--- src/logic/spritePkg.sv ---
package spritePkg;

    // --------------------------------------------------
    // dot memory contents
    // --------------------------------------------------
    typedef logic [11:0] dotT;       // 4:4:4 rgb
    typedef logic [9:0]  dotAddrT;   // four chips of 16x16
    typedef logic [3:0]  chipOffT;   // row or column inside a chip

    localparam dotT DOT_CLEAR = '0;  // transparent key

    // memory map, each chip row-major and drawn facing left
    localparam dotAddrT TILE_BASE   = 10'd0;    // tile chips 0,1
    localparam dotAddrT PLAYER_BASE = 10'd512;  // walk frames 0,1

    // --------------------------------------------------
    // player control
    // --------------------------------------------------
    typedef enum logic
    {
        FACE_LEFT,
        FACE_RIGHT
    } facingT;

    // movement command from the host, 2 bits
    typedef enum logic [1:0]
    {
        DIR_IDLE,
        DIR_LEFT,
        DIR_RIGHT
    } dirT;

    // host write into the dot memory, no handshake
    typedef struct packed
    {
        logic    we;
        dotAddrT addr;
        dotT     dot;
    } dotLoadT;

endpackage

--- src/logic/dispPkg.sv ---
package dispPkg;

    // output dot carries a colour from the sprite side
    import spritePkg::*;

    // --------------------------------------------------
    // raster position
    // --------------------------------------------------
    typedef logic [9:0] hPosT;    // screen column
    typedef logic [9:0] vPosT;    // screen row

    // one scan beat, raster order
    typedef struct packed
    {
        hPosT hPos;
        vPosT vPos;
    } scanBeatT;

    // --------------------------------------------------
    // output dot
    // --------------------------------------------------
    // position of the beat plus its final colour, 32 bits
    typedef struct packed
    {
        scanBeatT pos;
        dotT      dot;
    } dotOutT;

endpackage

--- src/logic/tileDotAddr.sv ---
`timescale 1ns/1ns

module tileDotAddr
    import dispPkg::*;
    import spritePkg::*;
#(
    parameter int H_ACTIVE = 640,
    parameter int V_ACTIVE = 480
)(
    input  logic     iCLK,
    input  logic     iRST,
    input  logic     iBeatValid,
    output logic     oBeatReady,
    input  scanBeatT iBeat,
    output logic     oReqValid,
    input  logic     iReqReady,
    output dotAddrT  oReqAddr,
    input  logic     iRdValid,
    input  dotT      iRdData,
    output logic     oResValid,
    input  logic     iResReady,
    output dotT      oResDot
);

typedef enum logic [1:0] {IDLE, FETCH, WAIT, DONE} stateT;

stateT    state;
scanBeatT beat;
dotT      resDot;
logic     beatFire, onScreen, chipSel;

assign beatFire = iBeatValid && oBeatReady;
assign onScreen = (iBeat.hPos < hPosT'(H_ACTIVE)) && (iBeat.vPos < vPosT'(V_ACTIVE));

always_ff @(posedge iCLK)
begin
    if (iRST)
    begin
        state <= IDLE;
    end
    else
    begin
        case (state)
            IDLE:  if (beatFire)  state <= onScreen ? FETCH : DONE;  // blank border, no read
            FETCH: if (iReqReady) state <= WAIT;
            WAIT:  if (iRdValid)  state <= DONE;
            DONE:  if (iResReady) state <= IDLE;
        endcase
    end
end

always_ff @(posedge iCLK)
begin
    if (beatFire)
    begin
        beat   <= iBeat;
        resDot <= DOT_CLEAR;
    end
    if ((state == WAIT) && iRdValid)
    begin
        resDot <= iRdData;
    end
end

// checkerboard, chip flips every 16 dots in both directions
assign chipSel  = beat.hPos[4] ^ beat.vPos[4];
assign oReqAddr = TILE_BASE + {1'b0, chipSel, beat.vPos[3:0], beat.hPos[3:0]};

assign oBeatReady = (state == IDLE);
assign oReqValid  = (state == FETCH);
assign oResValid  = (state == DONE);   // tile always hits
assign oResDot    = resDot;

endmodule

--- config.mk ---
export PLATFORM = sky130hd
export DESIGN_NAME = tileDotAddr
export DESIGN_NICKNAME = d
export VERILOG_FILES = /design/src/logic/spritePkg.sv /design/src/logic/dispPkg.sv /design/src/logic/tileDotAddr.sv
export SDC_FILE = /design/constraint.sdc
export NUM_CORES = 1
export LEC_CHECK = 0
export BUFFER_PORTS_ARGS = -buffer_cell sky130_fd_sc_hd__buf_4
export CAP_MARGIN = 10
export CORE_AREA = 5 5 57 59
export CTS_CLUSTER_SIZE = 40
export DETAILED_ROUTE_END_ITERATION = 6
export DIE_AREA = 0 0 62 64
export PLACE_DENSITY = 0.8
export SLEW_MARGIN = 20
export SYNTH_ARGS = -nofsm -noshare
export SYNTH_HDL_FRONTEND = slang
export SYNTH_SLANG_ARGS = --single-unit
export TNS_END_PERCENT = 20
--- constraint.sdc ---
create_clock -name iCLK -period 2.2 [get_ports iCLK]
set_input_delay 0.22 -clock iCLK [delete_from_list [all_inputs] [get_ports iCLK]]
set_output_delay 0.22 -clock iCLK [all_outputs]
set_load 0.03 [all_outputs]
== After elaboration in Yosys (flattened, before gate mapping) ==
Cells that the tools add are included.

* Register bits: 24
* Bits in latches: 0
* Bits in writable memories: 0
* Memory bits (read-only): 0
* Word-level logic and storage cells: 28
* Memories: 0

* Add/subtract/negate cells: 0
* Multipliers: 0
* Div/mod/pow operators: 0
* Magnitude comparators: 2
* Eq/ne operators: 7
* Shift-type cells: 0
* Multiplexer cells: 8
* Bitwise gates (word level): 1
* Reduce and logical (&&, ||, !) cells: 6

{| class="wikitable"
|+ Operators by type and width
! cell !! number
|-
| 12-bit 2-to-1 mux || 2
|-
| 10-bit less-than comparator (second input constant) || 1
|-
| 10-bit by 9-bit less-than comparator with 1-bit output (second input constant) || 1
|-
| 2-bit 2-to-1 mux || 5
|-
| 2-bit case mux with 4 select lines || 1
|-
| 2-bit by 1-bit inequality test with 1-bit output (second input constant) || 3
|-
| 2-bit equality test (second input constant) || 2
|-
| 4-bit AND reduction || 1
|-
| 1-bit logical AND || 3
|-
| 2-bit by 1-bit equality test with 1-bit output (second input constant) || 1
|-
| 2-bit zero test || 1
|-
| 2-bit inequality test (second input constant) || 1
|-
| 2-bit nonzero test || 1
|-
| 1-bit bitwise XOR || 1
|}

== Depth between registers and ports, before layout ==
Gate-level depths: netlist of the first run.

* Word-level depth: 5
* Mapped depth: 5
* Mapped depth without buffers: 5

== Worst setup path before layout of the first run ==
No wires, ideal clock.

* Path type: register to register
* Start: reg state[0]
* End: reg resDot[0] (netlist: oResDot[0]) (enable)
* Arrival: 1.512 ns
* Required time: 1.854 ns
* Slack: 0.342 ns
* Stages on the path, launching flop included: 5
* Cells stage by stage: dfxtp_1 > inv_1 > ha_1 > and2_1 > a21o_1

* Word-level cells in the longest chain between the ends: 3

{| class="wikitable"
|+ Ends and longest elaborated chain
! item !! line !! RTL
|-
| start: declaration || tileDotAddr.sv:27 || <nowiki>stateT state;</nowiki>
|-
| start signal: assignment || tileDotAddr.sv:44 || <nowiki>IDLE: if (beatFire) state <= onScreen ? FETCH : DONE;</nowiki>
|-
| 2-bit zero test || tileDotAddr.sv:69 || <nowiki>assign oBeatReady = (state == IDLE);</nowiki>
|-
| via oBeatReady || tileDotAddr.sv:13 || <nowiki>output logic oBeatReady,</nowiki>
|-
| 1-bit logical AND || tileDotAddr.sv:32 || <nowiki>assign beatFire = iBeatValid && oBeatReady;</nowiki>
|-
| via beatFire || tileDotAddr.sv:30 || <nowiki>logic beatFire, onScreen, chipSel;</nowiki>
|-
| 2-bit nonzero test (no line) || -- ||
|-
| end signal: assignment || tileDotAddr.sv:61 || <nowiki>resDot <= iRdData;</nowiki>
|-
| end: declaration || tileDotAddr.sv:29 || <nowiki>dotT resDot;</nowiki>
|}

The timed path passes the listed nets, and every way through them passes these cells.
A chain may end at the register's enable or synchronous reset.

== Worst setup path after layout of the first run ==
* Start: reg state[0]
* End: reg resDot[10] (netlist: oResDot[10]) (enable)

* Word-level cells in the longest chain between the ends: 3

{| class="wikitable"
|+ Ends and longest elaborated chain
! item !! line
|-
| 2-bit equality test or 2-bit zero test (tied branches) || tileDotAddr.sv:59, tileDotAddr.sv:69
|-
| 1-bit logical AND, on equally long branches || tileDotAddr.sv:59, tileDotAddr.sv:32
|-
| 2-bit nonzero test (no line) * || --
|}

Every way passes the cells marked *; elsewhere a longest branch is shown, timed or not.

==> key figures, run 1 <==
Run status
  – Status: complete, no violations

Synthesis
  – Area leader, netlist: edfxtp_1
  – Main synth FF type: edfxtp_1
  – Most common cell in the netlist: edfxtp_1
  – Synthesized instance count: 74
  – Syn_nets: 117
  – Largest cells by area after synthesis: edfxtp_1 (61%), and3_1 (7.0%), buf_4 (7.0%)
  – Ys Warns: 0
  – Distinct cell type count after synthesis: 21
  – Post-synth EDFFs: 22
  – Sequential-to-total area share from yosys stat: 65.19%
  – Synth top cells by count: edfxtp_1 (22), and3_1 (12), buf_4 (10)
  – Synth Area in Compound Gates: 4.424%
  – Simple-gate share of the synthesized area: roughly 14%
  – Synth Cell Area: between 1000 and 1500 um2
  – Post-synthesis average cell area: 14.52 um2
  – Post-Synth XOR/XNOR Area: 0.8149%
  – Asr flop ratio synth: 0%
  – FF+latch count, synth: 24
  – Area share of fa/ha/maj cells after synthesis: 5.821%
  – Largest family of logic cells by synthesized area: simple AND/OR/NAND/NOR gates
  – Top cell type's share of synthesized area: 61.47%
  – Mux contribution to synthesized area: 0.9313%

Routing
  – First drt pass iteration count: 4
  – Vias per cell: 4.739
  – # DRC: 0
  – Wire length per cell: roughly 14 um
  – DR iter-0 viols: 3
  – Remaining antenna violation count: 0
  – Via Count: ~740
  – Drt total wl: 2243 um

Power
  – Total Power: 1.736 mW
  – Leakage power: slightly above 0.7 nW
  – Peak VDD IR: ~0.00066 V
  – PwrDens: 1152 nW/um2

CTS
  – TritonCTS clock tree: done
  – Post-CTS Hold Buffers: 0
  – CTS root buf: clkbuf_4
  – Clock Sinks: 24
  – Resized cells post-CTS: 0
  – Clock slew seen by the registers of the worst setup and hold paths: ~0.11 ns
  – Clk_lat worst skew: 0.31 ns
  – Number of H-tree levels: 1
  – Buffer count from post-CTS setup fixing: 0
  – Clk buf depth: 2
  – CTS buffer count: 3

Layout
  – Fillers: 220
  – Design area: between 1500 and 2000 um2
  – Area occupied by multi-input gates: 284.0 um2
  – Final net count: 170
  – Storage cell area: between 700 and 800 um2
  – ANT cells: 0
  – P&R area growth vs syn: 40.28%
  – Share of layout cells above drive strength 1: 53.17%

GRT
  – Largest net degree at the start of global routing: 16
  – GRT Overall Usage: 11.60%
  – Initial antenna violation count: 0
  – Vias in the first global route: 800
  – First-pass GRT wire length: around 3500 um
  – Gr ovfl total: 0

Setup path
  – Worst R2R Path Depth: 3
  – Slowest stage delay, CP: a little under 0.5 ns
  – Worst Path Arrival: 1.67 ns
  – CP startpoint kind: flop
  – CP Capture Type: flop
  – CP cell instances: inv_1 > ha_1 > a21o_1
  – WP buf/inv: 1
  – Slowest CP cell: a21o_1
  – CP top delay family: compound AO/OA/AOI/OAI gates
  – Crit-path max FO: 15
  – Crit. path cell count: 3
  – Crit Path Class: flop to flop
  – CP required: 2.16 ns

Floorplan
  – Die Ht: 64 um
  – Die Wd: 62 um
  – Site Rows: 19
  – Initial core utilization: between 40% and 50%
  – # IOs: 63
  – Core area: around 2700 um2
  – Die area: 3968 um2

Hold path
  – Worst hold path class: input pin to flop
  – Hold Path Depth: 2

Placement
  – Setup slack at placement: 0.4777 ns
  – Final HPWL DP: 1855 um
  – Placed Area: 1481 um2
  – RePlAce Congestion: about 0.67
  – Port Buf Inserts: 59

STA
  – Final Worst Setup Slack: 0.4869 ns
  – Final min period: approximately 1.7 ns
  – Hold_ws: approximately 0.08 ns
  – Final setup viols: 0
  – Fin crit share: 77.87%
  – F_max: 583.7 MHz
  – Hold Vio Cnt, Final: 0
  – RSZ-0062 raised after global routing: false
  – Final Max Slew Viols: 0
  – Setup Skew: 0.01226 ns
  – Fin Setup TNS: 0 ns

Run
  – Max-cap violations: 0
[area by class of cell]
| cell class | count | share of cell area [%] |
|---|---|---|
| flip-flops and latches | 24 | 46.47 |
| repair buffers | 60 | 29.88 |
| multi-input cells | 36 | 18.84 |
| well taps | 31 | 2.573 |
| clock buffers | 3 | 1.494 |
| inverters | 2 | 0.4979 |
| clock inverters | 1 | 0.2490 |
[placed cells by master (no fill, tap or decap), drive strengths merged]
master   n
a211oi   1
a21o     1
a311o    1
a41oi    1
and2     1
and3    12
and4     1
buf     60
clkbuf   3
clkinv   1
conb     1
dfxtp    2
edfxtp  22
ha       5
inv      2
mux2i    1
nand2b   5
nand4    1
nor2     2
nor2b    1
o21ai    1
xor2     1
[worst paths after layout]
check             slack [ns]     start     endpoint
hold reg to reg         0.55  state[1]     state[1]
setup reg to reg        0.49  state[0]  oResDot[10]
setup / recovery        0.49  state[0]  oResDot[10]
hold / removal          0.08      iRST     state[0]
[stage by stage]
stage	utilization, %	cells
detailed placement	55.64	153
finish	56.63	157
CTS	56.63	157
global placement	55.64	153
global route	56.63	157
floorplan	-	74
[sequential cells by signal, summed over array words and instances, names as in the netlist]
signal   count
state        2
beat        10
oResDot     12
[layer usage]
metal	GRT usage (%)	vias to the layer above	wire, um	part of all wire, %
met3	3.622	2	239	11
met4	4.244	0	22	0.98
met1	14.27	341	841	37
li1	-	360	-	-
met5	0	-	0	0
met2	18.65	41	1140	51
[where the power goes]
part / internal (mW) / leakage (nW) / switching, mW / total [mW]
clock: 0.0661 / 0.0154 / 0.121 / 0.187
combinational: 0.326 / 0.464 / 0.510 / 0.836
sequential: 0.665 / 0.230 / 0.0491 / 0.714
[cell families (layout without fill, tap and decap cells)]
group,after synthesis,count (layout)
simple gates,23,23
other cells,1,1
flops,24,24
compound gates,5,5
mux,1,1
xor+xnor,1,1
fa+ha+maj,5,5
buf+inv,14,66
Power figures use the tool's default switching activity.
==> inputs of run 2 (changes only) <==
--- a/config.mk
+++ b/config.mk
@@ -5,13 +5,14 @@
 export SDC_FILE = /design/constraint.sdc
 export NUM_CORES = 1
 export LEC_CHECK = 0
+export ABC_AREA = 1
 export BUFFER_PORTS_ARGS = -buffer_cell sky130_fd_sc_hd__buf_4
 export CAP_MARGIN = 10
-export CORE_AREA = 5 5 57 59
+export CORE_AREA = 5 5 60 62
 export CTS_CLUSTER_SIZE = 40
 export DETAILED_ROUTE_END_ITERATION = 6
-export DIE_AREA = 0 0 62 64
-export PLACE_DENSITY = 0.8
+export DIE_AREA = 0 0 65 67
+export PLACE_DENSITY = 0.77
 export SLEW_MARGIN = 20
 export SYNTH_ARGS = -nofsm -noshare
 export SYNTH_HDL_FRONTEND = slang
==> constraint.sdc (replaced) <==
create_clock -name iCLK -period 1.4 [get_ports iCLK]
set_input_delay 0.14 -clock iCLK [delete_from_list [all_inputs] [get_ports iCLK]]
set_output_delay 0.14 -clock iCLK [all_outputs]
set_load 0.03 [all_outputs]
==> run 2 against run 1 <==
Design area increased by 11%. Sequential power is 53% higher. Sequential share of layout area decreased by 4.7 points. Largest power group unchanged.
==> key figures, run 2 <==
Floorplan
  – # IOs: 63 (unchanged)
  – Die area: 4355 um2 (+9.8%)
  – Core area: 2978 um2 (+12%)
  – Die Ht: 67 um (+4.7%)
  – Site Rows: 20 (+1)
  – Die Wd: 65 um (+4.8%)
  – Initial core utilization: 36.51% (-3.9 points)

STA
  – Final min period: 1.335 ns (-0.3780 ns)
  – Final setup viols: 0 (unchanged)
  – Final Max Slew Viols: 0 (unchanged)
  – RSZ-0062 raised after global routing: false
  – Setup Skew: 0.003203 ns (-0.009059 ns)
  – Fin Setup TNS: 0 ns (unchanged)
  – Hold Vio Cnt, Final: 0 (unchanged)
  – F_max: 749.1 MHz (+28%)
  – Fin crit share: 95.36% (+17 points)

CTS
  – Number of H-tree levels: 1 (unchanged)
  – Buffer count from post-CTS setup fixing: 0 (unchanged)
  – CTS buffer count: 3 (unchanged)
  – Clock slew seen by the registers of the worst setup and hold paths: 0.13 ns (+0.02 ns)
  – Clk_lat worst skew: 0.30 ns (about the same)
  – Clock Sinks: 24 (unchanged)
  – TritonCTS clock tree: done
  – Clk buf depth: 2 (unchanged)
  – CTS root buf: clkbuf_4

Layout
  – Fin util: 56.39% (-0.24 points)
  – Max reg flops: 12 (unchanged)
  – ANT cells: 0 (unchanged)
  – P&R area growth vs syn: 54.43%
  – Design area: 1679 um2 (+11%)
  – Storage cell area: 701.9 um2 (+0.18%)
  – Final net count: 208 (+22%)
  – Area occupied by multi-input gates: 229.0 um2 (-19%)
  – Fillers: 249 (+13%)
  – Share of layout cells above drive strength 1: 43.90% (-9.3 points)
  – Most frequent cells in the layout: buf_4 (61), edfxtp_1 (22), inv_1 (21)
  – Commonest non-fill, non-tap cell in the layout: buf_4

Routing
  – # DRC: 0 (unchanged)
  – First drt pass iteration count: 2 (-2)
  – Via Count: 834 (+12%)
  – Vias per cell: 4.234 (-11%)
  – Wire length per cell: 12.00 um (-16%)
  – Remaining antenna violation count: 0 (unchanged)
  – Drt total wl: 2364 um (+5.4%)
  – DR iter-0 viols: 19 (+16)

Setup path
  – CP cell instances: inv_1 > ha_2 > nand2_1 > nand2_2
  – Crit-path max FO: 12 (-3)
  – Worst Path Arrival: 1.33 ns (-0.34 ns)
  – Slowest stage delay, CP: 0.36 ns (-0.13 ns)
  – Worst R2R Path Depth: 4 (+1)
  – Slowest CP cell: dfxtp_2
  – CP Capture Type: flop
  – R2R Path Start: state[1]
  – Crit Path Class: flop to flop
  – CP startpoint kind: flop
  – CP required: 1.40 ns (-0.76 ns)
  – R2R Path End: oResDot[0]
  – Worst reg-to-reg setup slack: 0.06 ns (-0.42 ns)

Synthesis
  – Largest cells by area after synthesis: edfxtp_1 (61%), inv_1 (7.6%), buf_4 (6.9%)
  – Main synth FF type: edfxtp_1
  – Synth Cell Area: 1087 um2 (+1.2%)
  – Ys Warns: 0 (unchanged)
  – Post-synth EDFFs: 22 (unchanged)
  – Distinct cell type count after synthesis: 17 (-19%)
  – Synthesized instance count: 99 (+34%)
  – FF+latch count, synth: 24 (unchanged)
  – Post-synthesis average cell area: 10.98 um2 (-24%)
  – Area leader, netlist: edfxtp_1
  – Top cell type's share of synthesized area: 60.76% (-0.71 points)
  – Synth top cells by count: edfxtp_1 (22), inv_1 (22), nor2_1 (13)
  – Sequential-to-total area share from yosys stat: 64.44% (-0.75 points)
  – Asr flop ratio synth: 0% (unchanged)
  – Syn_nets: 142 (+21%)

Hold path
  – Hold Path Depth: 3 (+1)
  – Worst hold path class: input pin to flop
  – Worst hold start: iRdData[6]
  – Hold Path Sink: oResDot[6]

Run status
  – Status: complete, no violations

GRT
  – First-pass GRT wire length: 3512 um (-0.57%)
  – Initial antenna violation count: 0 (unchanged)
  – Gr ovfl total: 0 (unchanged)
  – Vias in the first global route: 848 (+6.0%)
  – Largest net degree at the start of global routing: 15 (-1)
  – GRT Overall Usage: 10.66% (-0.94 points)

Power
  – Leakage power: 0.8308 nW (+17%)
  – Sw frac: 37.06% (-2.1 points)
  – Clock power share: 17.1% (+6.3 points)
  – Peak VDD IR: 0.0007656 V (+16%)
  – Comb power frac: 44.4% (-3.7 points)
  – Psw: 1.051 mW (+55%)
  – Seq pwr share: 38.5% (-2.6 points)
  – Internal power: 1.785 mW (+69%)
  – PwrDens: 1689 nW/um2 (+47%)

Placement
  – Final HPWL DP: 1926 um (+3.8%)
  – Placed Area: 1511 um2 (+2.0%)
  – Port Buf Inserts: 59 (unchanged)
  – RePlAce Congestion: 0.7070 (+6.0%)

Run
  – Max-cap violations: 0 (unchanged)
==> run 2: cell count changes in the layout (fill, tap and decap cells not counted), moves of 2 or more <==
| cell | delta |
|---|---|
| nor2_1 | +11 |
| nand3_1 | +2 |
| dlygate4sd3_1 | +11 |
| nand2_2 | +2 |
| nand2_1 | +10 |
| and3_1 | -12 |
| nand2b_1 | -5 |
| a21oi_1 | +2 |
| inv_1 | +19 |
| o21ai_0 | +3 |
==> run 2: cell type report <==
type,count,area share [%]
clock buffer,3,1.341
clock inverter,1,1.788
multi-input combinational,42,13.64
inverter,22,5.142
timing repair buffer,72,33.83
tap,33,2.459
sequential,24,41.80
==> run 2: timing repair <==
action	CTS	global route
setup endpoints to repair	0	10
hold buffers	11	0
gates resized for setup	0	2
hold endpoints to repair	12	0
==> run 2: power groups by stage <==
stage                     Sequential (mW)  Clock, mW  Combinational (mW)
final                                1.09      0.485                1.26
after global routing                 1.11      0.528                1.34
after CTS                            1.09      0.502                1.26
after detailed placement             1.11          0                1.24
after floorplan                      1.31          0               0.621
after global placement               1.10          0                1.19
==> run 2: worst max path at each step <==
stage / slack (ns) / cells past startpoint / endpoint / start
after floorplan: 0.008 / 5 / oResDot[0] / state[0]
after global placement: 0.11 / 4 / beat[10] / state[1]
after detailed placement: 0.04 / 4 / beat[4] / state[1]
after CTS: 0.03 / 4 / beat[12] / state[1]
after global routing: 0.006 / 4 / oResDot[0] / state[1]
final: 0.06 / 4 / oResDot[0] / state[1]
==> run 2: logic make-up after synthesis <==
logic type	count (synthesis)	share of synthesized area [%]
compound gates	6	2.761
xor+xnor	1	0.8057
fa+ha+maj	5	5.754
buf+inv	33	14.96
flops	24	64.44
other cells	1	0.3449
simple gates	29	10.93
==> run 2: metal layers <==
layer	global-route usage [%]	part of all wire, %	up-vias
li1	-	-	427
met1	9.779	36	369
met2	21.71	57	32
met4	6.332	2.2	0
met3	1.518	5.5	6
met5	0	0	-
==> run 2: critical path, delay by kind of cell (launching register included) <==
family | cells | cell delay [ns]
buffers and inverters | 1 | 0.10
adder cells (fa/ha/maj) | 1 | 0.20
flip-flops | 1 | 0.36
AND/OR/NAND/NOR | 2 | 0.37
==> run 2: per-stage QoR <==
stage	power [mW]	hold slack (ns)	worst slack (ns)	instances
after CTS	2.856	0.1077	0.02567	197
after detailed placement	2.344	0.3072	0.04063	182
final	2.835	0.1228	0.06498	197
after global routing	2.981	0.1102	0.005849	197
after global placement	2.284	0.3069	0.1098	182
after floorplan	1.929	0.2091	0.008375	99
==> inputs of run 3 (changes only) <==
==> constraint.sdc (replaced) <==
create_clock -name iCLK -period 1.4 [get_ports iCLK]
set_input_delay 0.28 -clock iCLK [delete_from_list [all_inputs] [get_ports iCLK]]
set_output_delay 0.28 -clock iCLK [all_outputs]
set_load 0.03 [all_outputs]
==> run 3 against run 2 <==
Critical path depth down 1. Clock skew up 0.0050 ns. Critical endpoint is now oResValid. Register-to-register slack about the same.
==> key figures, run 3 (same netlist as run 2, synthesis figures left out) <==
Run status
  – Status: complete, no violations

Setup path
  – Worst Path Arrival: 1.10 ns (-0.23 ns)
  – CP startpoint kind: flop
  – Critical Path Source: state[0]
  – Crit Path Class: flop to primary output
  – CP required: 1.12 ns (-0.28 ns)
  – CP Capture Type: primary output
  – Crit-path max FO: 3 (-9)
  – R2R Path Start: state[1]

GRT
  – GRT Overall Usage: 10.45% (-0.21 points)
  – Largest net degree at the start of global routing: 15 (unchanged)
  – Vias in the first global route: 835 (-1.5%)
  – Gr ovfl total: 0 (unchanged)
  – First-pass GRT wire length: 3470 um (-1.2%)
  – Initial antenna violation count: 0 (unchanged)

Routing
  – First drt pass iteration count: 4 (+2)
  – Metal1 wirelength: 828 um (-1.5%)
  – Remaining antenna violation count: 0 (unchanged)
  – Via Count: 776 (-7.0%)
  – Vias per cell: 4.172 (-1.5%)
  – DR iter-0 viols: 10 (-9)
  – Drt total wl: 2292 um (-3.0%)
  – Max layer used: met3
  – Met3 WL post-DR: 136 um (+3.8%)
  – # DRC: 0 (unchanged)
  – Wire length per cell: 12.32 um (+2.7%)
  – DR WL met2: 1327 um (-0.90%)

Floorplan
  – # IOs: 63 (unchanged)
  – Site Rows: 20 (unchanged)
  – Die area: 4355 um2 (unchanged)
  – Initial core utilization: 36.51% (unchanged)
  – Die Ht: 67 um (unchanged)
  – Die Wd: 65 um (unchanged)
  – Core area: 2978 um2 (unchanged)

Hold path
  – Worst hold path class: input pin to flop
  – Worst hold start: iRST

CTS
  – Clock slew seen by the registers of the worst setup and hold paths: 0.12 ns (about the same)
  – Clock Sinks: 24 (unchanged)
  – TritonCTS clock tree: done
  – Clk_lat worst skew: 0.31 ns (about the same)
  – CTS root buf: clkbuf_4
  – Number of H-tree levels: 1 (unchanged)
  – Buffer count from post-CTS setup fixing: 0 (unchanged)
  – Clk buf depth: 2 (unchanged)
  – CTS buffer count: 3 (unchanged)

Layout
  – Share of layout cells above drive strength 1: 49.02% (+5.1 points)
  – Commonest non-fill, non-tap cell in the layout: buf_4
  – Final net count: 197 (-5.3%)
  – Max reg flops: 12 (unchanged)
  – Fillers: 272 (+9.2%)
  – Storage cell area: 703.2 um2 (+0.18%)
  – ANT cells: 0 (unchanged)
  – Area occupied by multi-input gates: 234.0 um2 (+2.2%)
  – P&R area growth vs syn: 45.91%
  – Most frequent cells in the layout: buf_4 (58), edfxtp_1 (22), inv_1 (21)

Power
  – Peak VDD IR: 0.0008026 V (+4.8%)
  – Clock power share: 17.2% (about the same)
  – Leakage power: 0.7844 nW (-5.6%)
  – Psw: 1.046 mW (-0.45%)
  – Sw frac: 36.84% (-0.22 points)
  – Seq pwr share: 38.6% (about the same)
  – Total Power: 2.839 mW (+0.14%)
  – Comb power frac: 44.3% (about the same)
  – PwrDens: 1790 nW/um2 (+6.0%)
  – Internal power: 1.793 mW (+0.49%)

STA
  – Final setup viols: 0 (unchanged)
  – Final Max Slew Viols: 0 (unchanged)
  – F_max: 724.0 MHz (-3.3%)
  – RSZ-0062 raised after global routing: true
  – Final min period: 1.381 ns (+0.04620 ns)
  – Setup Skew: 0.008253 ns (+0.005050 ns)
  – Fin Setup TNS: 0 ns (unchanged)
  – Hold_ws: 0.1144 ns (-0.008428 ns)
  – Final Worst Setup Slack: 0.01878 ns (-0.04620 ns)
  – Fin crit share: 98.66% (+3.3 points)
  – Hold Vio Cnt, Final: 0 (unchanged)

Placement
  – Port Buf Inserts: 59 (unchanged)
  – Setup slack at placement: 0.03124 ns (-0.009389 ns)
  – Final HPWL DP: 1898 um (-1.5%)
  – RePlAce Congestion: 0.6742 (-4.6%)

Run
  – Max-cap violations: 0 (unchanged)
-- run 3: changes by cell type in the layout (fill, tap and decap cells not counted) --
cell	previous run	this run
dlygate4sd3_1	11	0
buf_4	61	58
buf_6	0	3
ha_1	4	2
ha_2	1	3
dfxtp_1	1	0
dfxtp_2	1	2
-- run 3: per-layer routing --
layer,up-vias,global-route usage (%)
met5,-,0
li1,401,-
met1,347,9.905
met4,0,4.749
met2,28,20.95
met3,0,2.361
-- run 3: metrics by stage --
| stage | instance area, um2 | util (%) | std cells |
|---|---|---|---|
| after global placement | 1511 | 50.76 | 182 |
| final | 1587 | 53.28 | 186 |
| after CTS | 1583 | 53.15 | 186 |
| after global routing | 1587 | 53.28 | 186 |
| after floorplan | 1092 | - | 99 |
| after detailed placement | 1511 | 50.76 | 182 |
-- run 3: power by group through the flow --
stage	Clock [mW]	Sequential, mW	Combinational, mW
final	0.488	1.09	1.26
after global placement	0	1.10	1.19
after global routing	0.525	1.12	1.36
after detailed placement	0	1.11	1.22
after CTS	0.503	1.10	1.26
after floorplan	0	1.31	0.621
-- run 3: cell type report --
class / instances / area share [%]
Clock buffer: 3 / 1.420
Clock inverter: 1 / 1.893
Inverter: 22 / 5.442
Multi-Input combinational cell: 42 / 14.75
Sequential cell: 24 / 44.32
Tap cell: 33 / 2.603
Timing Repair Buffer: 61 / 29.57
-- run 3: worst paths after layout --
check / to / slack [ns] / cells after the start
max: oResValid / 0.02 / 3
min: state[0] / 0.11 / 2
max reg2reg: oResDot[1] / 0.06 / 4
min reg2reg: state[1] / 0.53 / 2
-- run 3: worst max-delay path, stage by stage (launching register included) --
cell and delay [ns]:
dfxtp_2 0.34, buf_4 0.14, ha_2 0.19, buf_6 0.14
-- run 3: what timing repair did --
item | 4_1_cts | 5_1_grt
endpoints found under the hold margin | 0 | 0
pin swaps | 0 | 0
resized for setup | 7 | 1
endpoints found under the setup margin | 3 | 14
hold buffers | 0 | 0
