### src/logic/spritePkg.sv
package spritePkg;

    // --------------------------------------------------
    // dot memory contents
    // --------------------------------------------------
    typedef logic [11:0] dotT;       // 4:4:4 rgb
    typedef logic [9:0]  dotAddrT;   // four chips of 16x16
    typedef logic [3:0]  chipOffT;   // row or column inside a chip

    localparam dotT DOT_CLEAR = '0;  // transparent key

    // memory map, each chip row-major and drawn facing left
    localparam dotAddrT TILE_BASE   = 10'd0;    // tile chips 0,1
    localparam dotAddrT PLAYER_BASE = 10'd512;  // walk frames 0,1

    // --------------------------------------------------
    // player control
    // --------------------------------------------------
    typedef enum logic
    {
        FACE_LEFT,
        FACE_RIGHT
    } facingT;

    // movement command from the host, 2 bits
    typedef enum logic [1:0]
    {
        DIR_IDLE,
        DIR_LEFT,
        DIR_RIGHT
    } dirT;

    // host write into the dot memory, no handshake
    typedef struct packed
    {
        logic    we;
        dotAddrT addr;
        dotT     dot;
    } dotLoadT;

endpackage

### src/logic/dispPkg.sv
package dispPkg;

    // output dot carries a colour from the sprite side
    import spritePkg::*;

    // --------------------------------------------------
    // raster position
    // --------------------------------------------------
    typedef logic [9:0] hPosT;    // screen column
    typedef logic [9:0] vPosT;    // screen row

    // one scan beat, raster order
    typedef struct packed
    {
        hPosT hPos;
        vPosT vPos;
    } scanBeatT;

    // --------------------------------------------------
    // output dot
    // --------------------------------------------------
    // position of the beat plus its final colour, 32 bits
    typedef struct packed
    {
        scanBeatT pos;
        dotT      dot;
    } dotOutT;

endpackage

### src/logic/playerDotAddr.sv
`timescale 1ns/1ns

module playerDotAddr
    import dispPkg::*;
    import spritePkg::*;
#(
    parameter int H_ACTIVE    = 640,
    parameter int V_ACTIVE    = 480,
    parameter int ANIM_FRAMES = 8
)(
    input  logic     iCLK,
    input  logic     iRST,
    input  logic     iBeatValid,
    output logic     oBeatReady,
    input  scanBeatT iBeat,
    input  hPosT     iBoxXS,
    input  hPosT     iBoxXE,
    input  vPosT     iBoxYS,
    input  vPosT     iBoxYE,
    input  dirT      iDir,
    output logic     oReqValid,
    input  logic     iReqReady,
    output dotAddrT  oReqAddr,
    input  logic     iRdValid,
    input  dotT      iRdData,
    output logic     oResValid,
    input  logic     iResReady,
    output dotT      oResDot,
    output logic     oResHit
);

localparam int CNT_W = $clog2(ANIM_FRAMES + 1);

typedef enum logic [1:0] {IDLE, FETCH, WAIT, DONE} stateT;

stateT            state;
scanBeatT         beat;           // beat held until its result leaves
hPosT             boxXS, boxXE;
vPosT             boxYS, boxYE;
hPosT             xs, xe;         // box in effect for the incoming beat
vPosT             ys, ye;
facingT           facing;
logic             walkFrame;
logic [CNT_W-1:0] frameCnt;
logic             beatFire, frameStart, moving, inBox;
chipOffT          rowOff, colRaw, colOff;
dotT              resDot;
logic             resHit;

assign beatFire   = iBeatValid && oBeatReady;
assign frameStart = (iBeat.hPos == '0) && (iBeat.vPos == '0);
assign moving     = iDir inside {DIR_LEFT, DIR_RIGHT};

// a frame-start beat already sees the new box
assign xs = frameStart ? iBoxXS : boxXS;
assign xe = frameStart ? iBoxXE : boxXE;
assign ys = frameStart ? iBoxYS : boxYS;
assign ye = frameStart ? iBoxYE : boxYE;

assign inBox = (iBeat.hPos >= xs) && (iBeat.hPos < xe)
            && (iBeat.vPos >= ys) && (iBeat.vPos < ye)
            && (iBeat.hPos < hPosT'(H_ACTIVE))     // clip at screen edge
            && (iBeat.vPos < vPosT'(V_ACTIVE));

// --------------------------------------------------
// per-frame state, facing and walk animation
// --------------------------------------------------
always_ff @(posedge iCLK)
begin
    if (iRST)
    begin
        facing    <= FACE_RIGHT;
        walkFrame <= 1'b0;
        frameCnt  <= '0;
    end
    else if (beatFire && frameStart)
    begin
        case (iDir)
            DIR_LEFT:  facing <= FACE_LEFT;
            DIR_RIGHT: facing <= FACE_RIGHT;
            default:   facing <= facing;     // idle keeps last facing
        endcase
        if (moving)
        begin
            if (frameCnt == CNT_W'(ANIM_FRAMES - 1))
            begin
                walkFrame <= ~walkFrame;     // next walk step
                frameCnt  <= '0;
            end
            else
            begin
                frameCnt <= frameCnt + 1'b1;
            end
        end
    end
end

// box holds for the whole frame
always_ff @(posedge iCLK)
begin
    if (beatFire && frameStart)
    begin
        boxXS <= iBoxXS;
        boxXE <= iBoxXE;
        boxYS <= iBoxYS;
        boxYE <= iBoxYE;
    end
end

// --------------------------------------------------
// fetch FSM
// --------------------------------------------------
always_ff @(posedge iCLK)
begin
    if (iRST)
    begin
        state <= IDLE;
    end
    else
    begin
        case (state)
            IDLE:  if (beatFire)  state <= inBox ? FETCH : DONE;  // miss skips the read
            FETCH: if (iReqReady) state <= WAIT;
            WAIT:  if (iRdValid)  state <= DONE;
            DONE:  if (iResReady) state <= IDLE;
        endcase
    end
end

always_ff @(posedge iCLK)
begin
    if (beatFire)
    begin
        beat   <= iBeat;
        resHit <= inBox;
        resDot <= DOT_CLEAR;
    end
    if ((state == WAIT) && iRdValid)
    begin
        resDot <= iRdData;   // word from the arbiter
    end
end

// offsets wrap inside one chip
assign rowOff = chipOffT'(beat.vPos - boxYS);
assign colRaw = chipOffT'(beat.hPos - boxXS);
assign colOff = (facing == FACE_RIGHT) ? ~colRaw : colRaw;  // 15 - x when mirrored

assign oReqAddr   = PLAYER_BASE + {1'b0, walkFrame, rowOff, colOff};
assign oBeatReady = (state == IDLE);
assign oReqValid  = (state == FETCH);
assign oResValid  = (state == DONE);
assign oResDot    = resDot;
assign oResHit    = resHit;

endmodule

### config.mk
export PLATFORM = sky130hd
export DESIGN_NAME = playerDotAddr
export DESIGN_NICKNAME = d
export VERILOG_FILES = /design/src/logic/spritePkg.sv /design/src/logic/dispPkg.sv /design/src/logic/playerDotAddr.sv
export SDC_FILE = /design/constraint.sdc
export NUM_CORES = 1
export LEC_CHECK = 0
export BUFFER_PORTS_ARGS = -buffer_cell sky130_fd_sc_hd__buf_2
export CELL_PAD_IN_SITES_DETAIL_PLACEMENT = 1
export CELL_PAD_IN_SITES_GLOBAL_PLACEMENT = 1
export CORE_UTILIZATION = 39
export CTS_BUF_LIST = sky130_fd_sc_hd__clkbuf_8
export CTS_CLUSTER_DIAMETER = 50
export DETAILED_ROUTE_END_ITERATION = 12
export PLACE_DENSITY = 0.84
export SLEW_MARGIN = 40
export SYNTH_ARGS = -nofsm -noshare
export SYNTH_HDL_FRONTEND = slang
export SYNTH_SLANG_ARGS = --single-unit
### constraint.sdc
create_clock -name iCLK -period 3.5 [get_ports iCLK]
set_input_delay 0.525 -clock iCLK [delete_from_list [all_inputs] [get_ports iCLK]]
set_output_delay 0.525 -clock iCLK [all_outputs]
set_load 0.05 [all_outputs]
* After elaboration in Yosys (flattened, before gate mapping) *
Index checks and enable logic that the tools add are counted.

storage, ports and cells
  flip-flop bits (word level) = 69
  input port bits = 80
  output and inout port bits = 26
  logic and storage cells = 66

cells by class
  add/sub/neg operators = 4
  magnitude comparators = 6
  equal/unequal tests = 10
  multiplexer cells = 15
  bitwise logic cells = 2
  reduce and logical (&&, ||, !) cells = 17

operators by type and width
  operator                                                                  count
  10-bit two-way mux                                                        4
  12-bit two-way mux                                                        2
  10-bit greater-or-equal comparator                                        2
  10-bit logical NOT                                                        2
  10-bit < comparator                                                       2
  10-bit by 9-bit adder with 10-bit output (first input constant)           1
  10-bit < comparator (second input constant)                               1
  10-bit by 9-bit < comparator with 1-bit output (second input constant)    1
  2-bit two-way mux                                                         5
  1-bit logical AND                                                         9
  4-bit two-way mux                                                         2
  2-bit one-hot mux with 4 select lines                                     1
  4-bit subtractor                                                          2
  2-bit equality test (second input constant)                               3
  2-bit by 1-bit inequality test with 1-bit output (second input constant)  3
  4-bit by 1-bit adder with 4-bit output (second input constant)            1
  2-bit by 1-bit equality test with 1-bit output (second input constant)    2
  4-bit by 3-bit equality test with 1-bit output (second input constant)    1
  4-bit inverter                                                            1
  4-bit AND reduction                                                       1
  2-bit nonzero test                                                        2
  3-bit AND reduction                                                       1
  2-bit logical NOT                                                         1
  2-bit inequality test (second input constant)                             1
  other kinds (3)                                                           3

* Longest topological paths before layout *
Gate-level depths: netlist of the first run.

  word-level depth = 12
  depth in mapped cells = 13

* Worst setup path before layout of the first run *
No wires, ideal clock.

  path kind = register to register
  start = register state[0]
  end = register frameCnt[3]
  library setup time = 0.070 ns
  data arrival time = 3.632 ns
  required time = 3.430 ns
  path slack = -0.202 ns
  cell stages (with the launch flop) = 8
  buffers on the path = 0
  clock period less this slack = 3.702 ns
  cells stage by stage = dfxtp_1 inv_1 ha_1 nand2_1 nor3_2 nand2b_1 or4_1 a21oi_1

between the ends
  cells in the longest elaborated chain, start to end = 4

RTL lines
  element                               line                  RTL
  start, declared                       playerDotAddr.sv:36   stateT state;
  start signal, assigned                playerDotAddr.sv:122  IDLE: if (beatFire) state <= inBox ? FETCH : DONE;
  2-bit logical NOT                     playerDotAddr.sv:150  assign oBeatReady = (state == IDLE);
  named net oBeatReady                  playerDotAddr.sv:14   output logic oBeatReady,
  1-bit logical AND                     playerDotAddr.sv:50   assign beatFire = iBeatValid && oBeatReady;
  1-bit logical AND                     playerDotAddr.sv:76   else if (beatFire && frameStart)
  2-bit AND reduction (no source line)  n/a
  end signal, assigned                  playerDotAddr.sv:92   frameCnt <= frameCnt + 1'b1;
  end, declared                         playerDotAddr.sv:44   logic [CNT_W-1:0] frameCnt;

The timed path passes the listed nets, and every way through them passes these cells.
A chain may end at the register's enable or synchronous reset.

* Final worst setup path of the first run *
  start = input port iBeat[13] in the netlist's numbering
  end = register state[1]

between the ends
  cells in the longest elaborated chain, start to end = 12
  elaborated cells on any way between the ends = 19

RTL lines
  element                                                                    line                                      RTL
  start, declared                                                            playerDotAddr.sv:15                       input scanBeatT iBeat,
  10-bit logical NOT                                                         playerDotAddr.sv:51                       assign frameStart = (iBeat.hPos == '0) && (iBeat.vPos == '0);
  1-bit logical AND                                                          playerDotAddr.sv:51
  10-bit two-way mux (on tied branches)                                      playerDotAddr.sv:55, playerDotAddr.sv:56
  10-bit greater-or-equal comparator or 10-bit < comparator (tied branches)  playerDotAddr.sv:60                       assign inBox = (iBeat.hPos >= xs) && (iBeat.hPos < xe)
  1-bit logical AND                                                          playerDotAddr.sv:60
  1-bit logical AND (2 in a row)                                             playerDotAddr.sv:61                       && (iBeat.vPos >= ys) && (iBeat.vPos < ye)
  1-bit logical AND (*)                                                      playerDotAddr.sv:62                       && (iBeat.hPos < hPosT'(H_ACTIVE))
  1-bit logical AND (*)                                                      playerDotAddr.sv:63                       && (iBeat.vPos < vPosT'(V_ACTIVE));
  named net inBox                                                            playerDotAddr.sv:45                       logic beatFire, frameStart, moving, inBox;
  2-bit two-way mux (*) (2 in a row)                                         playerDotAddr.sv:122
  2-bit one-hot mux with 4 select lines (*)                                  playerDotAddr.sv:121                      case (state)

The timed path passes the listed nets; every way through them passes the cells marked *. The select of a mux whose other input is x is not followed.

==> key figures, run 1 <==
Place
  – GP Congestion: 0.776
  – IO Port Bufs: 104
  – Placed cell count: 557
  – Setup WS pre-CTS: -0.0248 ns
  – DP Wirelength: between 7 and 8 mm

Run
  – Maxcap violations: 0

Hold path
  – Worst hold path cell count: 1
  – Worst min path class: input port to register

Clocking
  – # resized after CTS: 0
  – CTS sink count: just under 70
  – CTS tree: yes
  – Hold-fix buffers at CTS: 0
  – Clock-pin slew on the worst setup and hold paths: 0.08 ns
  – CTS buffer count: 9
  – Number of H-tree levels: 3
  – Setup Fix Bufs, Post-CTS: 0
  – Skew-Pair Late Insertion Delay: 0.35 ns
  – CTS Root Cell: clkbuf_8
  – Clk buf depth: 2

Setup path
  – Worst Path Required: 3.71 ns
  – Worst Path Max Fanout: 10
  – Worst Path Arrival: 3.31 ns
  – Cells along the critical path: buf_2, nor4_1, nand2_1, nor2_4, buf_4, mux2i_1, ha_1, nand4_1, nor3_1, nor4_1, o2111ai_1, nor4b_2, a311oi_1
  – Reg2reg start: boxXS[0]$_DFFE_PP_
  – Slowest stage cell, crit path: nor4b_2
  – R2r setup slk: roughly 1.2 ns
  – Largest stage delay on the critical path: around 0.35 ns
  – CP Launch Type: input port
  – CP endpoint: state[1]$_SDFFE_PP0P_
  – R2R depth: 8
  – Crit path depth: 13
  – Critical path origin: iBeat[13]
  – Top delay family on crit path: simple AND/OR/NAND/NOR gates
  – Critical path buffers and inverters: 2
  – Critical Path End Type: register
  – Crit Path Class: input port to register
  – Worst r2r dst: state[1]$_SDFFE_PP0P_
  – Most frequent cell on the critical path: nor4_1

Detailed routing
  – Routed wire length: 9.96 mm
  – First-pass iteration count of the detailed router: 4
  – Detailed router's first-iteration violation count: 54
  – Drt wl/cell: 17.4 um
  – DRC: 0
  – Antenna-violating nets left: 0
  – Via density: ~5.2
  – Via Count: 3007

Synth
  – Synth cell types: 45
  – Post-Synthesis Net Count: around 450
  – Syn Area/Cell: 12.5 sq um
  – Number of synthesized flops with an enable pin: 61
  – FF+latch count, synth: 69
  – Ys Warns: 0
  – FFs w/ async S/R, synth: 0
  – Sequential-to-total area share from yosys stat: 0.496
  – Cells after synthesis: 321
  – Mapped cell area: 0.00402 sq mm
  – Most used DFF post-synth: edfxtp_1

STA
  – Fmax: about 320 MHz
  – Clk_skew: 0.0137 ns
  – Final setup margin: 0.397 ns
  – Hold slack: 0.361 ns
  – Fin. Hold Viols: 0
  – Final setup viols: 0
  – RSZ-0062 raised after global routing: false
  – Worst slew pin tran: slightly above 0.6 ns
  – Max-slew headroom at the worst pin: 0.585
  – Fin crit share: 0.887
  – TNS Setup: 0 ns
  – Minimum clock period: a little over 3 ns
  – Fin. max-slew vios: 0

Final layout
  – Final net count: 567
  – Area Growth Syn to Fin: 23.0%
  – Diode count: 0
  – Layout cells sized above 1: 0.320
  – Final non-filler cell total: 573
  – Finished Core Util: 0.501

GRT
  – Tot GR Track Use: 0.207
  – First-pass GRT wire length: 16.4 mm
  – Largest net degree at the start of global routing: 41
  – Vias in the first global route: 3364
  – GR Overflow Total: 0
  – Initial antenna violation count: 0

Floorplanning
  – IO Pins: approximately 110
  – Core Rows: 36
  – Die height: 103 um
  – Core Region: 0.00986 sq mm
  – Die ar.: 0.0107 sq mm
  – Starting Density: 0.407
  – Die width: 103 um

Power
  – Worst VDD drop: 0.000337 V
  – Leak: approximately 2.1 nW
  – Pwr/cell area: 504 mW/mm^2

Outcome
  – Status: finished clean
[cells in the mapped netlist (6+ instances only)]
cell type  count  share of area
nor2_1        13          0.012
a21oi_1       12          0.015
xnor2_1        8          0.017
mux2i_1       37          0.092
dfxtp_1        8          0.040
and3_1        12          0.019
nand2_1       14          0.013
nor4_1         6         0.0093
edfxtp_1      61           0.46
inv_1         25          0.023
ha_1          50           0.16
[layer usage]
metal,share of wire,track usage,vias up
met1,0.42,0.238,1453
met3,0.057,0.0477,14
met2,0.50,0.380,95
met4,0.015,0.0650,0
li1,-,-,1445
met5,0,0,-
[through the flow]
step	power, mW	instance area, sq um
after floorplan	1.63	4020
after global placement	1.82	4740
after detailed placement	1.85	4740
after CTS	2.52	4940
after global routing	2.63	4940
final	2.49	4940
[worst min path at each step]
stage | startpoint | end | slack, ns
after floorplan | frameCnt[3]$_SDFFE_PP0P_ | frameCnt[3]$_SDFFE_PP0P_ | 0.46
after global placement | frameCnt[3]$_SDFFE_PP0P_ | frameCnt[3]$_SDFFE_PP0P_ | 0.47
after detailed placement | frameCnt[3]$_SDFFE_PP0P_ | frameCnt[3]$_SDFFE_PP0P_ | 0.51
after CTS | iBoxYS[5] | boxYS[5]$_DFFE_PP_ | 0.34
after global routing | iBoxYS[5] | boxYS[5]$_DFFE_PP_ | 0.34
final | iBoxYS[5] | boxYS[5]$_DFFE_PP_ | 0.36
[flip-flops by register name, indices dropped and copies added (netlist names)]
register,flops
frameCnt,4
walkFrame,1
boxYS,10
oResHit,1
state,2
oResDot,12
facing,1
beat,8
boxXE,10
boxYE,10
boxXS,10
[power by group]
| group | internal (mW) | total [mW] | switching [mW] |
|---|---|---|---|
| Sequential | 1.00 | 1.03 | 0.0294 |
| Combinational | 0.207 | 0.798 | 0.591 |
| Clock | 0.332 | 0.662 | 0.330 |
| Total | 1.54 | 2.49 | 0.950 |
[placed cells by master (no fill, tap or decap), types with 3 or more instances in the layout]
cell       count
a21o_1         5
a21oi_1       12
and3_1        12
buf_2        104
buf_4          8
clkbuf_8       9
clkinv_2       3
dfxtp_1        8
edfxtp_1      61
ha_1          50
inv_1         25
mux2_2         3
mux2i_1       37
nand2_1       14
nand4_1        5
nor2_1        12
nor3_1         3
nor4_1         6
nor4_2         4
o2111ai_1      3
o211ai_1       4
o21a_1         3
o21ai_0        5
xnor2_1        8
xor2_1         4
[cell type report]
type,instances,area [sq um]
Clock buffer,9,124
Clock inverter,7,71.3
Fill cell,1083,4920
Inverter,25,93.8
Multi-Input combinational cell,217,1890
Sequential cell,69,1990
Tap cell,133,166
Timing Repair Buffer,113,601
[cell families after synthesis]
kind of cell | count (synthesis) | share of synthesized area
xor+xnor | 12 | 0.0262
flops | 69 | 0.496
simple gates | 69 | 0.101
mux | 40 | 0.101
buf+inv | 35 | 0.0364
compound gates | 43 | 0.0729
fa+ha+maj | 52 | 0.166
other cells | 1 | 0.000934
No activity file was read; power rests on OpenSTA's default activity.
==> inputs of run 2 (changes only) <==
--- a/config.mk
+++ b/config.mk
@@ -13,6 +13,7 @@
 export CTS_CLUSTER_DIAMETER = 50
 export DETAILED_ROUTE_END_ITERATION = 12
 export PLACE_DENSITY = 0.84
+export SETUP_SLACK_MARGIN = 0.4
 export SLEW_MARGIN = 40
 export SYNTH_ARGS = -nofsm -noshare
 export SYNTH_HDL_FRONTEND = slang
==> run 2 against run 1 <==
Effect of this change: critical path depth rose by 1; highest routed layer is now met5; utilization up 1.9 points; cell area grew 3.9%; register-to-register slack lost 0.06 ns; critical path type unchanged; worst hold slack better by 0.0032 ns; setup slack got worse by 0.13 ns; largest cell class is now multi-input combinational cells.
==> key figures, run 2 (synthesis gave the netlist of run 1 again) <==
Outcome
  – Status: finished clean

STA
  – Fin. Hold Viols: 0 (unchanged)
  – Max-slew headroom at the worst pin: 0.550 (-0.0348)
  – Minimum clock period: 3.24 ns (+0.134 ns)
  – Fin. max-slew vios: 0 (unchanged)
  – Final setup viols: 0 (unchanged)
  – TNS Setup: 0 ns (unchanged)
  – Fmax: 309 MHz (-4.1%)
  – RSZ-0062 raised after global routing: true
  – Worst slew pin tran: 0.674 ns (+0.0523 ns)
  – Fin crit share: 0.925 (+0.0383)
  – Clk_skew: 0.00673 ns (-0.00697 ns)

Clocking
  – Skew-Pair Late Insertion Delay: 0.35 ns (about the same)
  – CTS Root Cell: clkbuf_8
  – Clk buf depth: 2 (unchanged)
  – Hold-fix buffers at CTS: 0 (unchanged)
  – CTS sink count: 69 (unchanged)
  – Clock-pin slew on the worst setup and hold paths: 0.07 ns (about the same)
  – Number of H-tree levels: 3 (unchanged)
  – CTS tree: yes
  – CTS buffer count: 9 (unchanged)

Hold path
  – Start point of the worst hold path: iBoxYE[3]
  – Worst min path class: input port to register

Final layout
  – Finished Core Util: 0.520 (+0.0193)
  – Most common cell after layout, fill and taps aside: buf_2
  – Fillcell total: 1091 (+0.74%)
  – Max reg flops: 12 (unchanged)
  – Final non-filler cell total: 580 (+1.2%)
  – Layout cells sized above 1: 0.353 (+0.0330)
  – Diode count: 0 (unchanged)
  – Commonest non-fill, non-tap cells in the layout: buf_2, edfxtp_1, ha_1
  – Area Growth Syn to Fin: 27.7%
  – Final net count: 574 (+1.2%)

Detailed routing
  – Drt wl/cell: 18.2 um (+4.6%)
  – Routed wire length: 10.5 mm (+5.9%)
  – Via density: 5.30 (+0.93%)
  – Detailed router's first-iteration violation count: 97 (+80%)
  – First-pass iteration count of the detailed router: 4 (unchanged)
  – Via Count: 3072 (+2.2%)
  – DRC: 0 (unchanged)
  – Antenna-violating nets left: 0 (unchanged)

GRT
  – GR Overflow Total: 0 (unchanged)
  – First-pass GRT wire length: 15.5 mm (-5.4%)
  – Vias in the first global route: 3226 (-4.1%)
  – Tot GR Track Use: 0.194 (-0.0126)
  – Largest net degree at the start of global routing: 41 (unchanged)
  – Initial antenna violation count: 1 (+1)

Power
  – Worst VDD drop: 0.000276 V (-18%)
  – Leak: 2.14 nW (+3.3%)
  – Sw frac: 0.390 (+0.00823)
  – Combinational Power Share: 0.342 (+0.022)
  – Flop pwr share: 0.431 (+0.017)
  – Tot Pwr: 2.40 mW (-3.8%)
  – Sw power: 0.934 mW (-1.7%)
  – Pint: 1.46 mW (-5.1%)
  – Clk network pwr share: 0.227 (-0.039)
  – Pwr/cell area: 467 mW/mm^2 (-7.4%)

Run
  – Maxcap violations: 0 (unchanged)

Place
  – IO Port Bufs: 104 (unchanged)
  – DP Wirelength: 7.73 mm (-3.1%)
  – Placed cell count: 554 (-0.54%)
  – GP Congestion: 0.823 (+6.1%)

Setup path
  – Critical path origin: iBeat[9]
  – Worst Path Max Fanout: 5 (-5)
  – Crit Path Class: input port to register
  – Worst Path Arrival: 3.44 ns (+0.13 ns)
  – Reg2reg start: boxYE[9]$_DFFE_PP_
  – Critical Path End Type: register
  – Worst Path Required: 3.70 ns (about the same)
  – CP Launch Type: input port

Floorplanning
  – IO Pins: 106 (unchanged)
  – Die height: 103 um (unchanged)
  – Core Rows: 36 (unchanged)
  – Die width: 103 um (unchanged)
  – Starting Density: 0.407 (unchanged)
  – Core Region: 0.00986 sq mm (unchanged)
  – Die ar.: 0.0107 sq mm (unchanged)
-- run 2: repair_timing --
| item | in CTS | in global routing |
|---|---|---|
| resized for setup | 1 | 30 |
| endpoints found under the setup margin | 1 | 2 |
| setup buffers | 1 | 8 |
| gates cloned | 0 | 1 |
| pin swaps | 2 | 15 |
-- run 2: metrics by stage --
| step | hold slack (ns) | setup WS, ns | area (sq um) |
|---|---|---|---|
| 4_1_cts | 0.346 | 0.404 | 4930 |
| 5_1_grt | 0.351 | 0.127 | 5130 |
| 2_1_floorplan | 0.458 | 0.396 | 4080 |
| 3_3_place_gp | 0.466 | 0.107 | 4770 |
| 3_5_place_dp | 0.491 | -0.0161 | 4770 |
| 6_report | 0.365 | 0.263 | 5130 |
-- run 2: area by class of cell --
type                            instances  area [sq um]  area share
Timing Repair Buffer                  120           732       0.143
Inverter                               25          93.8      0.0183
Sequential cell                        69          1990       0.388
Multi-Input combinational cell        217          1990       0.389
Clock buffer                            9           124      0.0241
Clock inverter                          7          28.8     0.00561
Tap cell                              133           166      0.0324
-- run 2: metal layers --
metal | routed length (um) | global-route usage
met2 | 5500 | 0.347
met4 | 147 | 0.0607
met3 | 392 | 0.0470
met5 | 13 | 0
met1 | 4490 | 0.230
-- run 2: critical path, cell delays in order --
cell	delay, ns
buf_4	0.14
nor4_4	0.32
nand3_2	0.16
nor2_4	0.21
buf_12	0.15
mux2i_1	0.26
ha_1	0.33
a2bb2oi_2	0.16
o211ai_1	0.13
nor4_2	0.39
o2111ai_2	0.18
nor4b_2	0.25
buf_4	0.17
a311oi_2	0.07
-- run 2: power groups by stage --
stage / clock network [mW] / logic [mW] / registers, mW
2_1_floorplan: 0 / 0.412 / 1.22
4_1_cts: 0.559 / 0.802 / 1.03
6_report: 0.544 / 0.820 / 1.03
3_3_place_gp: 0 / 0.783 / 1.05
3_5_place_dp: 0 / 0.800 / 1.05
5_1_grt: 0.585 / 0.882 / 1.04
-- run 2: worst paths after layout --
kind / endpoint / slack [ns] / cells after the start
worst min register to register: walkFrame$_SDFFE_PP0P_ / 0.51 / 2
worst max register to register: state[1]$_SDFFE_PP0P_ / 1.09 / 9
worst min-delay path: boxYE[3]$_DFFE_PP_ / 0.36 / 1
worst max-delay path: state[1]$_SDFFE_PP0P_ / 0.26 / 14
==> inputs of run 3 (changes only) <==
--- a/config.mk
+++ b/config.mk
@@ -5,13 +5,13 @@
 export SDC_FILE = /design/constraint.sdc
 export NUM_CORES = 1
 export LEC_CHECK = 0
-export BUFFER_PORTS_ARGS = -buffer_cell sky130_fd_sc_hd__buf_2
 export CELL_PAD_IN_SITES_DETAIL_PLACEMENT = 1
 export CELL_PAD_IN_SITES_GLOBAL_PLACEMENT = 1
-export CORE_UTILIZATION = 39
+export CORE_UTILIZATION = 47
 export CTS_BUF_LIST = sky130_fd_sc_hd__clkbuf_8
 export CTS_CLUSTER_DIAMETER = 50
 export DETAILED_ROUTE_END_ITERATION = 12
+export DONT_BUFFER_PORTS = 1
 export PLACE_DENSITY = 0.84
 export SETUP_SLACK_MARGIN = 0.4
 export SLEW_MARGIN = 40
==> run 3 against run 2 <==
Effect of this change: flip-flop and latch count unchanged; maximum frequency increased by 6.9%; utilization grew 3.0 points; die area is 17% lower; critical path depth decreased by 2; cell area decreased by 11%; register-to-register slack worse by 0.04 ns; power up 6.3%; clock power up 51%; sequential share of layout area is 5.0 points higher; via count is 14% lower; routed wire length shrank 7.3%.
==> key figures, run 3 (synthesis gave the netlist of run 1 again) <==
Clocking
  – CTS Root Cell: clkbuf_8
  – Clk buf depth: 2 (unchanged)
  – CTS sink count: 69 (unchanged)
  – Clock-pin slew on the worst setup and hold paths: 0.08 ns (about the same)
  – Setup Fix Bufs, Post-CTS: 0 (-1)
  – Skew-Pair Late Insertion Delay: 0.36 ns (about the same)
  – Number of H-tree levels: 3 (unchanged)
  – Hold-fix buffers at CTS: 0 (unchanged)
  – CTS buffer count: 9 (unchanged)
  – # resized after CTS: 0 (-1)
  – CTS tree: yes

Final layout
  – Max reg flops: 12 (unchanged)
  – Area Growth Syn to Fin: 13.1%
  – Layout cells sized above 1: 0.130 (-0.224)
  – Most common cell after layout, fill and taps aside: edfxtp_1
  – Diode count: 0 (unchanged)
  – Commonest non-fill, non-tap cells in the layout: edfxtp_1, ha_1, mux2i_1
  – Final net count: 466 (-19%)

Setup path
  – Worst Path Arrival: 3.22 ns (-0.22 ns)
  – Reg2reg start: state[1]$_SDFFE_PP0P_
  – R2r setup slk: 1.05 ns (-0.04 ns)
  – Worst Path Max Fanout: 16 (+11)
  – Cells along the critical path: nor4_2, nand2_2, nor2_4, buf_12, mux2i_1, ha_1, nand4_1, nor3_1, nor4_2, o2111ai_2, nor4b_2, a311oi_1
  – Crit Path Class: input port to register
  – Largest stage delay on the critical path: 0.40 ns (about the same)
  – Slowest stage cell, crit path: nor4_2
  – CP Launch Type: input port
  – Critical Path End Type: register
  – Worst Path Required: 3.69 ns (about the same)
  – Crit path depth: 12 (-2)
  – Worst r2r dst: boxXE[9]$_DFFE_PP_
  – R2R depth: 5 (-4)
  – Critical path buffers and inverters: 1 (-2)
  – Most frequent cell on the critical path: nor4_2
  – Top delay family on crit path: simple AND/OR/NAND/NOR gates

STA
  – Clk_skew: 0.00796 ns (+0.00123 ns)
  – Fin. Hold Viols: 0 (unchanged)
  – TNS Setup: 0 ns (unchanged)
  – RSZ-0062 raised after global routing: false
  – Fmax: 330 MHz (+6.9%)
  – Max-slew headroom at the worst pin: 0.543 (-0.00764)
  – Fin crit share: 0.865 (-0.0598)
  – Final setup viols: 0 (unchanged)
  – Fin. max-slew vios: 0 (unchanged)
  – Minimum clock period: 3.03 ns (-0.209 ns)
  – Worst slew pin tran: 0.686 ns (+0.0115 ns)
  – Hold slack: 0.237 ns (-0.127 ns)

Detailed routing
  – Routed wire length: 9.78 mm (-7.3%)
  – Antenna-violating nets left: 0 (unchanged)
  – Detailed router's first-iteration violation count: 71 (-27%)
  – Drt wl/cell: 22.0 um (+21%)
  – First-pass iteration count of the detailed router: 4 (unchanged)
  – Via Count: 2646 (-14%)
  – Via density: 5.96 (+13%)
  – DRC: 0 (unchanged)

Hold path
  – Worst min path class: input port to register
  – Sink of the worst hold path: walkFrame$_SDFFE_PP0P_
  – Worst hold path cell count: 1 (unchanged)
  – Start point of the worst hold path: iRST

Power
  – Tot Pwr: 2.55 mW (+6.3%)
  – Leak: 1.71 nW (-20%)
  – Worst VDD drop: 0.000218 V (-21%)
  – Pwr/cell area: 561 mW/mm^2 (+20%)

GRT
  – Vias in the first global route: 2980 (-7.6%)
  – Tot GR Track Use: 0.230 (+0.0351)
  – Initial antenna violation count: 0 (-1)
  – GR Overflow Total: 0 (unchanged)
  – First-pass GRT wire length: 15.1 mm (-2.4%)
  – Largest net degree at the start of global routing: 41 (unchanged)

Floorplanning
  – Die height: 94.4 um (-8.7%)
  – Die ar.: 0.00892 sq mm (-17%)
  – Die width: 94.4 um (-8.7%)
  – IO Pins: 106 (unchanged)
  – Starting Density: 0.486 (+0.0792)
  – Core Region: 0.00826 sq mm (-16%)
  – Core Rows: 33 (-8.3%)

Run
  – Maxcap violations: 0 (unchanged)

Outcome
  – Status: finished clean

Place
  – GP Congestion: 0.788 (-4.3%)
  – IO Port Bufs: 0 (-100%)
  – DP Wirelength: 7.32 mm (-5.3%)
run 3: area by class of cell:
class / instances / area, sq um
Fill cell: 845 / 3720
Timing Repair Buffer: 12 / 124
Multi-Input combinational cell: 217 / 1950
Sequential cell: 69 / 1990
Clock inverter: 5 / 98.8
Clock buffer: 11 / 151
Inverter: 25 / 93.8
Tap cell: 105 / 131
run 3: worst max path at each step:
stage / startpoint / end / slack (ns)
final: iBeat[13] / state[1]$_SDFFE_PP0P_ / 0.47
after global routing: iBeat[13] / state[1]$_SDFFE_PP0P_ / 0.32
after CTS: iBeat[13] / state[1]$_SDFFE_PP0P_ / 0.43
after detailed placement: iBeat[13] / state[1]$_SDFFE_PP0P_ / 0.1
after global placement: iBeat[13] / state[1]$_SDFFE_PP0P_ / 0.25
after floorplan: state[0]$_SDFFE_PP0P_ / frameCnt[3]$_SDFFE_PP0P_ / 0.40
run 3: worst register-to-register path: cells and delay by family (launching register included):
family / cells / cell delay [ns]
AND/OR/NAND/NOR: 2 / 0.52
adder cells (fa/ha/maj): 1 / 0.60
flip-flops: 1 / 0.35
buffers and inverters: 2 / 0.59
run 3: report_power, final:
| part | total, mW | internal (mW) | switching [mW] |
|---|---|---|---|
| registers | 1.21 | 1.01 | 0.204 |
| clock network | 0.822 | 0.509 | 0.313 |
| logic | 0.514 | 0.149 | 0.365 |
run 3: stage by stage:
stage,area [sq um],util,worst slack (ns),cells
after floorplan,4080,-,0.396,321
after global placement,4250,0.515,0.251,427
after detailed placement,4250,0.515,0.0960,427
after CTS,4500,0.545,0.429,443
after global routing,4540,0.550,0.320,444
final,4540,0.550,0.472,444
run 3: metal layers:
metal / global-route usage / share of wire / vias up
li1: - / - / 1240
met1: 0.242 / 0.38 / 1293
met2: 0.409 / 0.51 / 90
met3: 0.0870 / 0.078 / 23
met4: 0.0949 / 0.026 / 0
met5: 0 / 0 / -
